## src/logic/la_macros.svh

```systemverilog
`ifndef LA_MACROS_SVH
`define LA_MACROS_SVH

`define LA_SAMPLE_W    6
`define LA_LANE_W      8
`define LA_LANES       8
`define LA_WORD_W      64
`define LA_MEM_AW      10
`define LA_MAX_BURST   16
`define LA_FIFO_DEPTH  32

`define LA_APB_AW      8
`define LA_REG_CTRL    8'h00
`define LA_REG_TRIG    8'h04
`define LA_REG_MASK    8'h08
`define LA_REG_DEPTH   8'h0C
`define LA_REG_STATUS  8'h10

`endif

```

## src/logic/la_pkg.sv

```systemverilog
`include "la_macros.svh"

package la_pkg;

    typedef logic [`LA_WORD_W-1:0] word_t;

    // address, or a word count up to the full depth
    typedef logic [`LA_MEM_AW:0] mem_addr_t;

    typedef logic [`LA_SAMPLE_W-1:0] sample_t;

    typedef enum logic [1:0] {
        TRIG_IMMEDIATE = 2'd0,
        TRIG_MATCH     = 2'd1,
        TRIG_RISE      = 2'd2,
        TRIG_FALL      = 2'd3
    } trig_mode_e;

    typedef struct packed {
        word_t data;
        logic  last;
    } rd_beat_t;

endpackage

```

## src/logic/la_trigger_capture.sv

```systemverilog
`include "la_macros.svh"

module la_trigger_capture (
    input  logic               clk_ip,
    input  logic               rst_n,
    input  la_pkg::sample_t    din,
    input  logic               arm,
    input  la_pkg::trig_mode_e trig_mode,
    input  la_pkg::sample_t    trig_pattern,
    input  la_pkg::sample_t    trig_mask,
    input  la_pkg::mem_addr_t  capture_words,
    input  logic               fifo_full,
    output logic               push,
    output la_pkg::word_t      push_word,
    output logic               capturing,
    output logic               overflow
);
    import la_pkg::*;

    sample_t   prev_din;
    logic      active;
    logic      trig_hit;
    logic      take;
    logic      word_ready;
    logic [2:0] lane_cnt;
    mem_addr_t word_cnt;
    word_t     word_q;

    always_comb begin
        case (trig_mode)
            TRIG_MATCH: trig_hit = ((din ^ trig_pattern) & trig_mask) == '0;
            TRIG_RISE:  trig_hit = |(~prev_din & din & trig_mask);
            TRIG_FALL:  trig_hit = |(prev_din & ~din & trig_mask);
            default:    trig_hit = 1'b1;
        endcase
    end

    // sample goes into the current lane
    assign take = capturing && (active || trig_hit);

    // a full FIFO drops the word instead of taking it
    assign push      = word_ready && !fifo_full;
    assign push_word = word_q;

    always_ff @(posedge clk_ip) begin
        prev_din <= din;
        if (take) begin
            word_q[lane_cnt*`LA_LANE_W +: `LA_LANE_W] <=
                {{(`LA_LANE_W - `LA_SAMPLE_W){1'b0}}, din};
        end
    end

    always_ff @(posedge clk_ip or negedge rst_n) begin
        if (!rst_n) begin
            capturing  <= 1'b0;
            active     <= 1'b0;
            overflow   <= 1'b0;
            word_ready <= 1'b0;
            lane_cnt   <= '0;
            word_cnt   <= '0;
        end else if (arm) begin
            capturing  <= 1'b1;
            active     <= 1'b0;
            overflow   <= 1'b0;
            word_ready <= 1'b0;
            lane_cnt   <= '0;
            word_cnt   <= '0;
        end else begin
            word_ready <= take && (lane_cnt == 3'd7);
            if (word_ready && fifo_full) begin
                overflow <= 1'b1;
            end
            if (take) begin
                active   <= 1'b1;
                lane_cnt <= lane_cnt + 3'd1;
                if (lane_cnt == 3'd7) begin
                    word_cnt <= word_cnt + 1'b1;
                    // last word completed
                    if (word_cnt + 1'b1 == capture_words) begin
                        capturing <= 1'b0;
                        active    <= 1'b0;
                    end
                end
            end
        end
    end

endmodule

```

## config.mk

```make
export PLATFORM = sky130hd
export DESIGN_NAME = la_trigger_capture
export DESIGN_NICKNAME = d
export VERILOG_FILES = /design/src/logic/la_pkg.sv /design/src/logic/la_trigger_capture.sv
export VERILOG_INCLUDE_DIRS = /design/src /design/src/logic
export SDC_FILE = /design/constraint.sdc
export NUM_CORES = 1
export LEC_CHECK = 0
export ABC_CLOCK_PERIOD_IN_PS = 2700
export BUFFER_PORTS_ARGS = -buffer_cell sky130_fd_sc_hd__clkbuf_2
export CAP_MARGIN = 20
export CELL_PAD_IN_SITES_DETAIL_PLACEMENT = 1
export CELL_PAD_IN_SITES_GLOBAL_PLACEMENT = 1
export CORE_MARGIN = 1
export CORE_UTILIZATION = 36
export CTS_CLUSTER_SIZE = 40
export DETAILED_ROUTE_END_ITERATION = 12
export PLACE_DENSITY_LB_ADDON = 0.1
export SYNTH_ARGS = -nofsm -noshare
export SYNTH_HDL_FRONTEND = slang
export SYNTH_SLANG_ARGS = --single-unit
```

## constraint.sdc

```tcl
create_clock -name clk_ip -period 2.7 [get_ports clk_ip]
set_clock_uncertainty 0.2 [all_clocks]
set_input_delay 0.54 -clock clk_ip [delete_from_list [all_inputs] [get_ports clk_ip]]
set_output_delay 0.54 -clock clk_ip [all_outputs]
set_load 0.005 [all_outputs]
```

# Word level (Yosys, flattened, before mapping)
# Cells that the tools add are included.
# word_totals
regBits,88
in_bits,35
output_inout_bits,67
word_cells,59
# classes
add_sub_neg,3
n_eq_ne,5
shifts,2
mux,18
n_bitwise,8
n_reduce_logical,15
# op_table
cell,count
$bwmux 64,1
$shift 8x34->64 const A,1
$shiftx 8x34->64,1
$neg 6->34,1
$mux 11,3
$and 6x6->6,5
$not 6->6,2
$reduce_or 6->1,2
$add 11x1->11 const B,1
$eq 11x11->1,1
$mux 1,11
$reduce_bool 2->1,4
$logic_not 6->1,1
$mux 3,2
$xor 6x6->6,1
$eq 2x2->1 const B,2
$logic_and 1x1->1,4
$add 3x1->3 const B,1
$eq 3x3->1 const B,1
$pmux 1 s3,1
$reduce_and 3->1,1
$eq 2x1->1 const B,1
$reduce_and 2->1,1
$logic_not 1->1,1
$logic_or 1x1->1,1

# Depth between registers and ports, before layout
# Gate-level depths: netlist of the first run.
# logic_depth
word_depth,9
mapped_depth,9
mapped_depth_nobuf,7

# Worst setup path after synthesis of the first run
# Ideal clock, no wire load.
# synth_timing
path_type,reg-to-reg
startpoint,register lane_cnt[0] (netlist name)
endpoint,register word_q[32] (netlist: push_word[32]) (enable)
setup_ns,0.320
arrival_ns,2.030
path_slack_ns,0.150
path_stages_with_launch,8
synth_period_minus_slack_ns,2.550
cell_sequence,dfrtp_1 -> inv_1 -> ha_1 -> ha_1 -> nor2b_1 -> nand2b_1 -> nor3_1 -> and2_1
# synth_rtl
element,line,text
end signal: indexed assignment,la_trigger_capture.sv:48,word_q[lane_cnt*`LA_LANE_W +: `LA_LANE_W] <=
end: declaration,la_trigger_capture.sv:27,word_t word_q;

# Worst setup path after layout of the first run
# layout_timing
startpoint,register lane_cnt[1]
endpoint,register active
# layout_between
elab_chain_cells,4
# layout_rtl
element,line,text
start: declaration,la_trigger_capture.sv:25,logic [2:0] lane_cnt;
start signal: assignment,la_trigger_capture.sv:75,lane_cnt <= lane_cnt + 3'd1;
$eq 3x3->1,la_trigger_capture.sv:76,if (lane_cnt == 3'd7) begin
$mux 1,la_trigger_capture.sv:76,
$mux 1,la_trigger_capture.sv:73,if (take) begin
$mux 1,la_trigger_capture.sv:61,end else if (arm) begin
end signal: assignment,la_trigger_capture.sv:63,active <= 1'b0;
end signal: assignment,la_trigger_capture.sv:74,active <= 1'b1;
end signal: assignment,la_trigger_capture.sv:81,active <= 1'b0;
end: declaration,la_trigger_capture.sv:21,logic active;
# No other way between the ends. The select of a mux whose other input is x is not followed.
# A chain may end at the register's enable or synchronous reset.

==> impl_summary.log, run 1 <==
[metrics] status: finished, final reports clean
[metrics] Row Count: 36
[metrics] top area cells in the synthesized netlist: sky130_fd_sc_hd__edfxtp_1 (39%), sky130_fd_sc_hd__dfrtp_1 (12%), sky130_fd_sc_hd__and2_1 (5.5%)
[metrics] Post-Place Cell Area: 4300 um^2
[metrics] kind of launch point of the worst setup path: flip-flop
[metrics] sequential-to-total area share from yosys stat: 54.1%
[metrics] maximum clock frequency: 0.410 GHz
[metrics] r2r worst-path depth: 8
[metrics] clock tree from TritonCTS: yes
[metrics] Worst-path clk slew: 0.08 ns
[metrics] Nets: 483
[metrics] critical path required time: 2.71 ns
[metrics] number of nets still failing antenna checks after routing: 0
[metrics] cell area after layout: 4570 um^2
[metrics] Top FF cell, synth: sky130_fd_sc_hd__edfxtp_1
[metrics] Register-to-Register Setup Slack: 0.26 ns
[metrics] initial detailed-routing violation count: 51
[metrics] post-DR vias/cell: 4.87
[metrics] number of enable flip-flop cells after synthesis: 48
[metrics] Setup-failing EPs final: 0
[metrics] reg-to-reg critical path startpoint: lane_cnt[1]$_DFFE_PN0P_
[metrics] global routing usage on met1: 21.5%
[metrics] total count of hold-check failures in the final report: 0
[metrics] Yosys cell types: 46
[metrics] antenna cell count: 0
[metrics] share of flip-flops with an asynchronous set or reset: 25.0%
[metrics] cell accounting for the most synthesized area: sky130_fd_sc_hd__edfxtp_1
[metrics] Die Span X: 104 um
[metrics] area growth from synthesis to layout: 22.8%
[metrics] Num Clock Sinks: 72
[metrics] first-pass GRT wire length: 14.5 mm
[metrics] Post-CTS Setup Inserts: 0
[metrics] Residual DRC: 0
[metrics] half-perimeter wire length after detailed placement: 6.72 mm
[metrics] total power: 2.69 mW
[metrics] Final Critical Period: 2.44 ns
[metrics] Die Y-Extent: 104 um
[metrics] dominant cell by count in the synthesized netlist: sky130_fd_sc_hd__edfxtp_1
[metrics] gate count of the mapped netlist: 341
[metrics] Crit path arrival time: 2.44 ns
[metrics] antenna violations before repair: 0
[metrics] worst hold path cell count: 1
[metrics] final worst-path cycle share: 90.3%
[metrics] H-tree levels: 3
[metrics] Root Buffer: sky130_fd_sc_hd__clkbuf_8
[metrics] Max FO, Critical Path: 6
[metrics] Crit. End Element: flip-flop
[metrics] layout cells sized above 1: 29.7%
[metrics] detailed-routing iteration count for the pre-antenna-repair pass: 4
[metrics] clock buffers created by TritonCTS: 9
[metrics] total track usage: 17.0%
[metrics] number of slew-limit violations in the final report: 0
[metrics] global routing usage on met2: 29.1%
[metrics] average wire length per cell after detail routing: 15.3 um
[metrics] path category of the worst min-delay check: in2reg
[metrics] maximum resistive drop on vdd: 0.000246 V
[metrics] number of synthesized register bits: 72
[metrics] Placer Congestion: 0.751
[metrics] die footprint: 10700 um^2
[metrics] number of global-route vias before repair: 2825
[metrics] most frequent cells after synthesis: sky130_fd_sc_hd__edfxtp_1 (48), sky130_fd_sc_hd__and2_1 (33), sky130_fd_sc_hd__nand2_1 (27), sky130_fd_sc_hd__nor2_1 (24)
[metrics] detailed-route wire length: 8.83 mm
[metrics] launch point of the worst hold path: din[0]
[metrics] Maximum Capacitance Violations: 0
[metrics] via count of the routed design: 2812
[metrics] unrepaired setup endpoints after global routing: false
[metrics] initial core utilization: 37.5%
[metrics] average footprint of a synthesized cell: 10.9 um^2
[metrics] met3 Use GR: 3.65%
[metrics] aggregate global routing overflow: 0
[metrics] power per unit of standard cell area: 588 nW/um^2
[metrics] largest net degree at the start of global routing: 22
[metrics] capture endpoint of the worst hold path: prev_din[0]$_DFF_P_
[metrics] total core area: 9910 um^2
[metrics] share of Yosys cell area claimed by the top area cell type: 38.7%
[metrics] kind of critical path: reg2reg
[metrics] ports placed on the boundary: 102
[metrics] warnings from Yosys: 0
[metrics] FF-to-FF End: active$_DFFE_PN0P_
[metrics] total standard cell area after synthesis: 3720 um^2
[metrics] Max clock buf depth: 2
[metrics] clock latency on the worst-skew pair: 0.34 ns
[metrics] Pleak: 2.03 nW
[metrics] gr busiest metal: met2
[metrics] first element of the critical path: lane_cnt[1]$_DFFE_PN0P_
[metrics] number of I/O port buffers: 85
==> worst max path at each step <==
stage                                          to  depth (start not counted)  slack, ns
final                          active$_DFFE_PN0P_                          8       0.26
after global routing      push_word[37]$_DFFE_PP_                          7        0.1
after CTS                      active$_DFFE_PN0P_                          8       0.08
after detailed placement       active$_DFFE_PN0P_                          8      -0.04
after global placement         active$_DFFE_PN0P_                          8      -0.01
after floorplan           push_word[32]$_DFFE_PP_                          7       0.15
==> metrics by stage <==
stage / std cells / util [%] / setup TNS (ns) / hold WS, ns / worst slack (ns)
floorplan: 356 / - / 0 / 0.0444 / 0.150
global placement: 561 / 43.4 / -0.0130 / 0.279 / -0.0130
detailed placement: 561 / 43.4 / -0.0393 / 0.317 / -0.0354
CTS: 578 / 45.9 / 0 / 0.152 / 0.0763
global route: 578 / 46.1 / 0 / 0.172 / 0.0973
finish: 578 / 46.1 / 0 / 0.170 / 0.263
==> layer usage <==
metal / up-vias / wire (um)
met5: - / 0
met4: 0 / 117
met3: 10 / 346
met2: 74 / 4360
met1: 1349 / 4010
li1: 1379 / -
==> critical path: stages (launching register included) <==
cell	delay, ns
sky130_fd_sc_hd__dfrtp_1	0.45
sky130_fd_sc_hd__ha_1	0.19
sky130_fd_sc_hd__ha_1	0.25
sky130_fd_sc_hd__o211ai_1	0.11
sky130_fd_sc_hd__a211oi_1	0.23
sky130_fd_sc_hd__o2111ai_1	0.22
sky130_fd_sc_hd__a2111oi_2	0.41
sky130_fd_sc_hd__buf_4	0.19
sky130_fd_sc_hd__a21boi_0	0.07
==> state kept, by name, summed over array words and instances (netlist names) <==
name        flops
push_word      48
word_cnt       11
prev_din        6
lane_cnt        3
active          1
capturing       1
overflow        1
word_ready      1
==> cell families after synthesis <==
| logic type | synth area share (%) |
|---|---|
| AOI/OAI and AO/OA | 6.43 |
| xor gates and xnor gates | 4.71 |
| adders and majority gates | 2.69 |
| buffers and inverters | 6.83 |
| DFF | 54.1 |
| muxes | 2.02 |
| other | 0.101 |
| and+or+nand+nor | 23.1 |
==> cell usage in the layout (no fill, tap or decap), types with 10 or more instances in the layout <==
| master | n |
|---|---|
| sky130_fd_sc_hd__and2_1 | 33 |
| sky130_fd_sc_hd__and3_1 | 19 |
| sky130_fd_sc_hd__buf_4 | 22 |
| sky130_fd_sc_hd__clkbuf_2 | 85 |
| sky130_fd_sc_hd__conb_1 | 16 |
| sky130_fd_sc_hd__dfrtp_1 | 18 |
| sky130_fd_sc_hd__edfxtp_1 | 48 |
| sky130_fd_sc_hd__nand2_1 | 27 |
| sky130_fd_sc_hd__nor2_1 | 24 |
| sky130_fd_sc_hd__xnor2_1 | 10 |
| sky130_fd_sc_hd__xor2_1 | 10 |
==> report_power, final <==
part           internal (mW)  total [mW]  leakage, nW  switching [mW]
sequential              1.23        1.25        0.806          0.0190
combinational          0.160       0.404         1.11           0.244
clock                  0.621        1.04        0.117           0.415
total                   2.01        2.69         2.03           0.677
==> what timing repair did <==
item	4_1_cts	5_1_grt
setup endpoints to repair	2	14
hold buffers	1	0
hold endpoints to repair	18	0
gates resized for setup	1	3
==> area by class of cell <==
type / instances / area (um^2)
Multi-Input combinational cell: 244 / 1530
Sequential cell: 72 / 2010
Clock inverter: 6 / 115
Clock buffer: 10 / 128
Timing Repair Buffer: 108 / 601
Inverter: 5 / 18.8
Fill cell: 1153 / 5340
Tap cell: 133 / 166
Note: power is estimated with default switching activity, not from simulation.
==> run 2, diff against run 1 <==
--- a/config.mk
+++ b/config.mk
@@ -6,13 +6,14 @@
 export SDC_FILE = /design/constraint.sdc
 export NUM_CORES = 1
 export LEC_CHECK = 0
+export ABC_AREA = 1
 export ABC_CLOCK_PERIOD_IN_PS = 2700
 export BUFFER_PORTS_ARGS = -buffer_cell sky130_fd_sc_hd__clkbuf_2
 export CAP_MARGIN = 20
 export CELL_PAD_IN_SITES_DETAIL_PLACEMENT = 1
 export CELL_PAD_IN_SITES_GLOBAL_PLACEMENT = 1
 export CORE_MARGIN = 1
-export CORE_UTILIZATION = 36
+export CORE_UTILIZATION = 35
 export CTS_CLUSTER_SIZE = 40
 export DETAILED_ROUTE_END_ITERATION = 12
 export PLACE_DENSITY_LB_ADDON = 0.1
==> impl_summary.log, run 2 <==
[metrics] Critical Path Sink: push_word[13]$_DFFE_PP_ (was active$_DFFE_PN0P_)
[metrics] maximum resistive drop on vdd: 0.000368 V (was 0.000246 V)
[metrics] Setup-failing EPs final: 0 (unchanged)
[metrics] final cell utilization of the core: 45.3% (was 46.1%)
[metrics] area of combinational cells with multiple inputs: 1660 um^2 (was 1530 um^2)
[metrics] maximum clock frequency: 0.390 GHz (was 0.410 GHz)
[metrics] ports placed on the boundary: 102 (unchanged)
[metrics] antenna cell count: 0 (unchanged)
[metrics] unrepaired setup endpoints after global routing: false (unchanged)
[metrics] Pleak: 2.42 nW (was 2.03 nW)
[metrics] final worst-path cycle share: 95.0% (was 90.3%)
[metrics] total standard cell area after synthesis: 4000 um^2 (was 3720 um^2)
[metrics] most common library cell in the layout ignoring fill and taps: sky130_fd_sc_hd__nand2_1 (was sky130_fd_sc_hd__clkbuf_2)
[metrics] power per unit of standard cell area: 633 nW/um^2 (was 588 nW/um^2)
[metrics] antenna violations before repair: 0 (unchanged)
[metrics] average footprint of a synthesized cell: 7.98 um^2 (was 10.9 um^2)
[metrics] cell accounting for the most synthesized area: sky130_fd_sc_hd__edfxtp_1 (unchanged)
[metrics] placed insts: 731 (was 561)
[metrics] gate count of the mapped netlist: 501 (was 341)
[metrics] total core area: 11000 um^2 (was 9910 um^2)
[metrics] Die Y-Extent: 109 um (was 104 um)
[metrics] Yosys cell types: 29 (was 46)
[metrics] Largest register FFs: 48 (unchanged)
[metrics] Die Span X: 109 um (was 104 um)
[metrics] initial detailed-routing violation count: 101 (was 51)
[metrics] warnings from Yosys: 0 (unchanged)
[metrics] Final Critical Period: 2.56 ns (was 2.44 ns)
[metrics] layout cells sized above 1: 23.8% (was 29.7%)
[metrics] total power: 3.15 mW (was 2.69 mW)
[metrics] kind of launch point of the worst setup path: flip-flop (unchanged)
[metrics] number of I/O port buffers: 85 (unchanged)
[metrics] non-filler instance count after layout: 748 (was 578)
[metrics] Critical Path Stages: 9 (was 8)
[metrics] most frequent cells after synthesis: sky130_fd_sc_hd__nand2_1 (126), sky130_fd_sc_hd__nor2_1 (99), sky130_fd_sc_hd__nand3_1 (66), sky130_fd_sc_hd__inv_1 (51), sky130_fd_sc_hd__edfxtp_1 (48) (was sky130_fd_sc_hd__edfxtp_1 (48), sky130_fd_sc_hd__and2_1 (33), sky130_fd_sc_hd__nand2_1 (27), sky130_fd_sc_hd__nor2_1 (24))
[metrics] die footprint: 11900 um^2 (was 10700 um^2)
[metrics] r2r worst-path depth: 9 (was 8)
[metrics] Root Buffer: sky130_fd_sc_hd__clkbuf_16 (was sky130_fd_sc_hd__clkbuf_8)
[metrics] number of slew-limit violations in the final report: 0 (unchanged)
[metrics] clock tree from TritonCTS: yes (unchanged)
[metrics] H-tree levels: 3 (unchanged)
[metrics] Filler Cell Count: 1378 (was 1153)
[metrics] Row Count: 38 (was 36)
[metrics] detailed-route wire length: 10.5 mm (was 8.83 mm)
[metrics] path category of the worst min-delay check: in2reg (unchanged)
[metrics] Worst-path clk slew: 0.06 ns (was 0.08 ns)
[metrics] number of global-route vias before repair: 3529 (was 2825)
[metrics] sequential-to-total area share from yosys stat: 50.3% (was 54.1%)
[metrics] combined buffer and inverter count along the critical path: 5 (was 1)
[metrics] crit-path max cell delay: 0.47 ns (was 0.45 ns)
[metrics] Maximum Capacitance Violations: 0 (unchanged)
[metrics] Residual DRC: 0 (unchanged)
[metrics] Num Clock Sinks: 72 (unchanged)
[metrics] Crit. End Element: flip-flop (unchanged)
[metrics] Post-Place Cell Area: 4620 um^2 (was 4300 um^2)
[metrics] first element of the critical path: lane_cnt[0]$_DFFE_PN0P_ (was lane_cnt[1]$_DFFE_PN0P_)
[metrics] critical path required time: 2.54 ns (was 2.71 ns)
[metrics] Register-to-Register Setup Slack: 0.14 ns (was 0.26 ns)
[metrics] detailed-routing iteration count for the pre-antenna-repair pass: 4 (unchanged)
[metrics] Worst path slowest cell: sky130_fd_sc_hd__dfrtp_1 (unchanged)
[metrics] FF-to-FF End: push_word[13]$_DFFE_PP_ (was active$_DFFE_PN0P_)
[metrics] share of flip-flops with an asynchronous set or reset: 25.0% (unchanged)
[metrics] clock latency on the worst-skew pair: 0.33 ns (was 0.34 ns)
[metrics] area taken by flip-flops and latches: 2010 um^2 (unchanged)
[metrics] Max FO, Critical Path: 9 (was 6)
[metrics] first-pass GRT wire length: 17.1 mm (was 14.5 mm)
[metrics] number of nets still failing antenna checks after routing: 0 (unchanged)
[metrics] Placer Congestion: 0.796 (was 0.751)
[metrics] total count of hold-check failures in the final report: 0 (unchanged)
[metrics] largest net degree at the start of global routing: 19 (was 22)
[metrics] via count of the routed design: 3521 (was 2812)
[metrics] share of Yosys cell area claimed by the top area cell type: 36.0% (was 38.7%)
[metrics] clock buffers created by TritonCTS: 9 (unchanged)
[metrics] top area cells in the synthesized netlist: sky130_fd_sc_hd__edfxtp_1 (36%), sky130_fd_sc_hd__nand2_1 (12%), sky130_fd_sc_hd__dfrtp_1 (11%) (was sky130_fd_sc_hd__edfxtp_1 (39%), sky130_fd_sc_hd__dfrtp_1 (12%), sky130_fd_sc_hd__and2_1 (5.5%))
[metrics] area growth from synthesis to layout: 24.4% (was 22.8%)
[metrics] Worst Hold Slack: 0.213 ns (was 0.170 ns)
[metrics] cell-by-cell listing of the critical path: inv_1 > ha_1 > ha_1 > inv_1 > nor2_1 > clkinv_2 > buf_4 > nor3_2 > buf_4 (was ha_1 > ha_1 > o211ai_1 > a211oi_1 > o2111ai_1 > a2111oi_2 > buf_4 > a21boi_0)
[metrics] kind of critical path: reg2reg (unchanged)
[metrics] post-DR vias/cell: 4.71 (was 4.87)
[metrics] dominant cell by count in the synthesized netlist: sky130_fd_sc_hd__nand2_1 (was sky130_fd_sc_hd__edfxtp_1)
[metrics] initial core utilization: 36.4% (was 37.5%)
[metrics] Nets: 646 (was 483)
[metrics] number of synthesized register bits: 72 (unchanged)
[metrics] cell area after layout: 4970 um^2 (was 4570 um^2)
[metrics] aggregate global routing overflow: 0 (unchanged)
[metrics] Max clock buf depth: 2 (unchanged)
[metrics] total track usage: 18.8% (was 17.0%)
[metrics] most frequent cells in the layout: sky130_fd_sc_hd__nand2_1 (126), sky130_fd_sc_hd__nor2_1 (98), sky130_fd_sc_hd__clkbuf_2 (85) (was sky130_fd_sc_hd__clkbuf_2 (85), sky130_fd_sc_hd__edfxtp_1 (48), sky130_fd_sc_hd__and2_1 (33))
[metrics] Top FF cell, synth: sky130_fd_sc_hd__edfxtp_1 (unchanged)
[metrics] Gates resized, CTS repair: 0 (was 1)
[metrics] CP delay by family, top: buffers and inverters (was compound AO/OA/AOI/OAI gates)
[metrics] status: finished, final reports clean (unchanged)
[metrics] reg-to-reg critical path startpoint: lane_cnt[0]$_DFFE_PN0P_ (was lane_cnt[1]$_DFFE_PN0P_)
[metrics] number of enable flip-flop cells after synthesis: 48 (unchanged)
[metrics] average wire length per cell after detail routing: 14.0 um (was 15.3 um)
[metrics] Crit path arrival time: 2.40 ns (was 2.44 ns)
[metrics] half-perimeter wire length after detailed placement: 8.41 mm (was 6.72 mm)
run 2: cell types whose count changed in the layout (fill, tap and decap cells not counted), moves of 10 or more:
| cell | delta |
|---|---|
| sky130_fd_sc_hd__nand3_1 | +58 |
| sky130_fd_sc_hd__nor2_1 | +74 |
| sky130_fd_sc_hd__and3_1 | -19 |
| sky130_fd_sc_hd__nand2_1 | +99 |
| sky130_fd_sc_hd__xnor2_1 | -10 |
| sky130_fd_sc_hd__xor2_1 | -10 |
| sky130_fd_sc_hd__inv_1 | +46 |
| sky130_fd_sc_hd__and2_1 | -33 |
run 2: per-layer routing:
metal  track usage (%)  vias to the layer above  routed length [um]
li1                  -                     1771                   -
met1              24.0                     1657                4850
met2              33.7                       84                5170
met3              3.11                        9                 372
met4              3.28                        0                  69
met5                 0                        -                   0
run 2: worst min path at each step:
stage	startpoint	end	slack, ns	depth (start not counted)
finish	din[3]	prev_din[3]$_DFF_P_	0.21	1
floorplan	rst_n	active$_DFFE_PN0P_	0.04	0
global route	din[3]	prev_din[3]$_DFF_P_	0.22	1
detailed placement	overflow$_DFFE_PN0P_	overflow$_DFFE_PN0P_	0.31	2
global placement	overflow$_DFFE_PN0P_	overflow$_DFFE_PN0P_	0.28	2
CTS	din[3]	prev_din[3]$_DFF_P_	0.21	1
run 2: power breakdown:
group | switching (mW) | internal, mW | total [mW]
combinational | 0.337 | 0.170 | 0.508
clock | 0.469 | 0.910 | 1.38
sequential | 0.0298 | 1.23 | 1.26
total | 0.836 | 2.31 | 3.15
run 2: cell type report:
| type | count | area share (%) |
|---|---|---|
| Sequential cell | 72 | 40.5 |
| Multi-Input combinational cell | 359 | 33.4 |
| Timing Repair Buffer | 102 | 11.2 |
| Clock inverter | 6 | 2.34 |
| Tap cell | 140 | 3.52 |
| Inverter | 59 | 4.48 |
| Clock buffer | 10 | 4.60 |
run 2: logic make-up (layout without fill, tap and decap cells):
| group | after synthesis | after routing | share of synthesized area (%) |
|---|---|---|---|
| and+or+nand+nor | 324 | 324 | 35.4 |
| buffers and inverters | 85 | 177 | 10.1 |
| adders and majority gates | 8 | 8 | 2.50 |
| DFF | 72 | 72 | 50.3 |
| other | 1 | 16 | 0.0938 |
| AOI/OAI and AO/OA | 11 | 11 | 1.66 |
run 2: per-stage QoR:
stage / setup WS, ns / TNS [ns]
3_5_place_dp: 0.110 / 0
3_3_place_gp: 0.128 / 0
6_report: 0.136 / 0
4_1_cts: 0.120 / 0
5_1_grt: 0.00537 / 0
2_1_floorplan: -0.133 / -2.40
run 2: timing repair:
action / 4_1_cts / 5_1_grt
hold buffers: 1 / 0
endpoints found under the hold margin: 18 / 0
buffers inserted: 0 / 0
run 2: worst reg2reg max path, cell delays in order, from the launching register on:
cell	delay, ns
sky130_fd_sc_hd__dfrtp_1	0.47
sky130_fd_sc_hd__inv_1	0.17
sky130_fd_sc_hd__ha_1	0.23
sky130_fd_sc_hd__ha_1	0.33
sky130_fd_sc_hd__inv_1	0.13
sky130_fd_sc_hd__nor2_1	0.16
sky130_fd_sc_hd__clkinv_2	0.07
sky130_fd_sc_hd__buf_4	0.17
sky130_fd_sc_hd__nor3_2	0.17
sky130_fd_sc_hd__buf_4	0.18
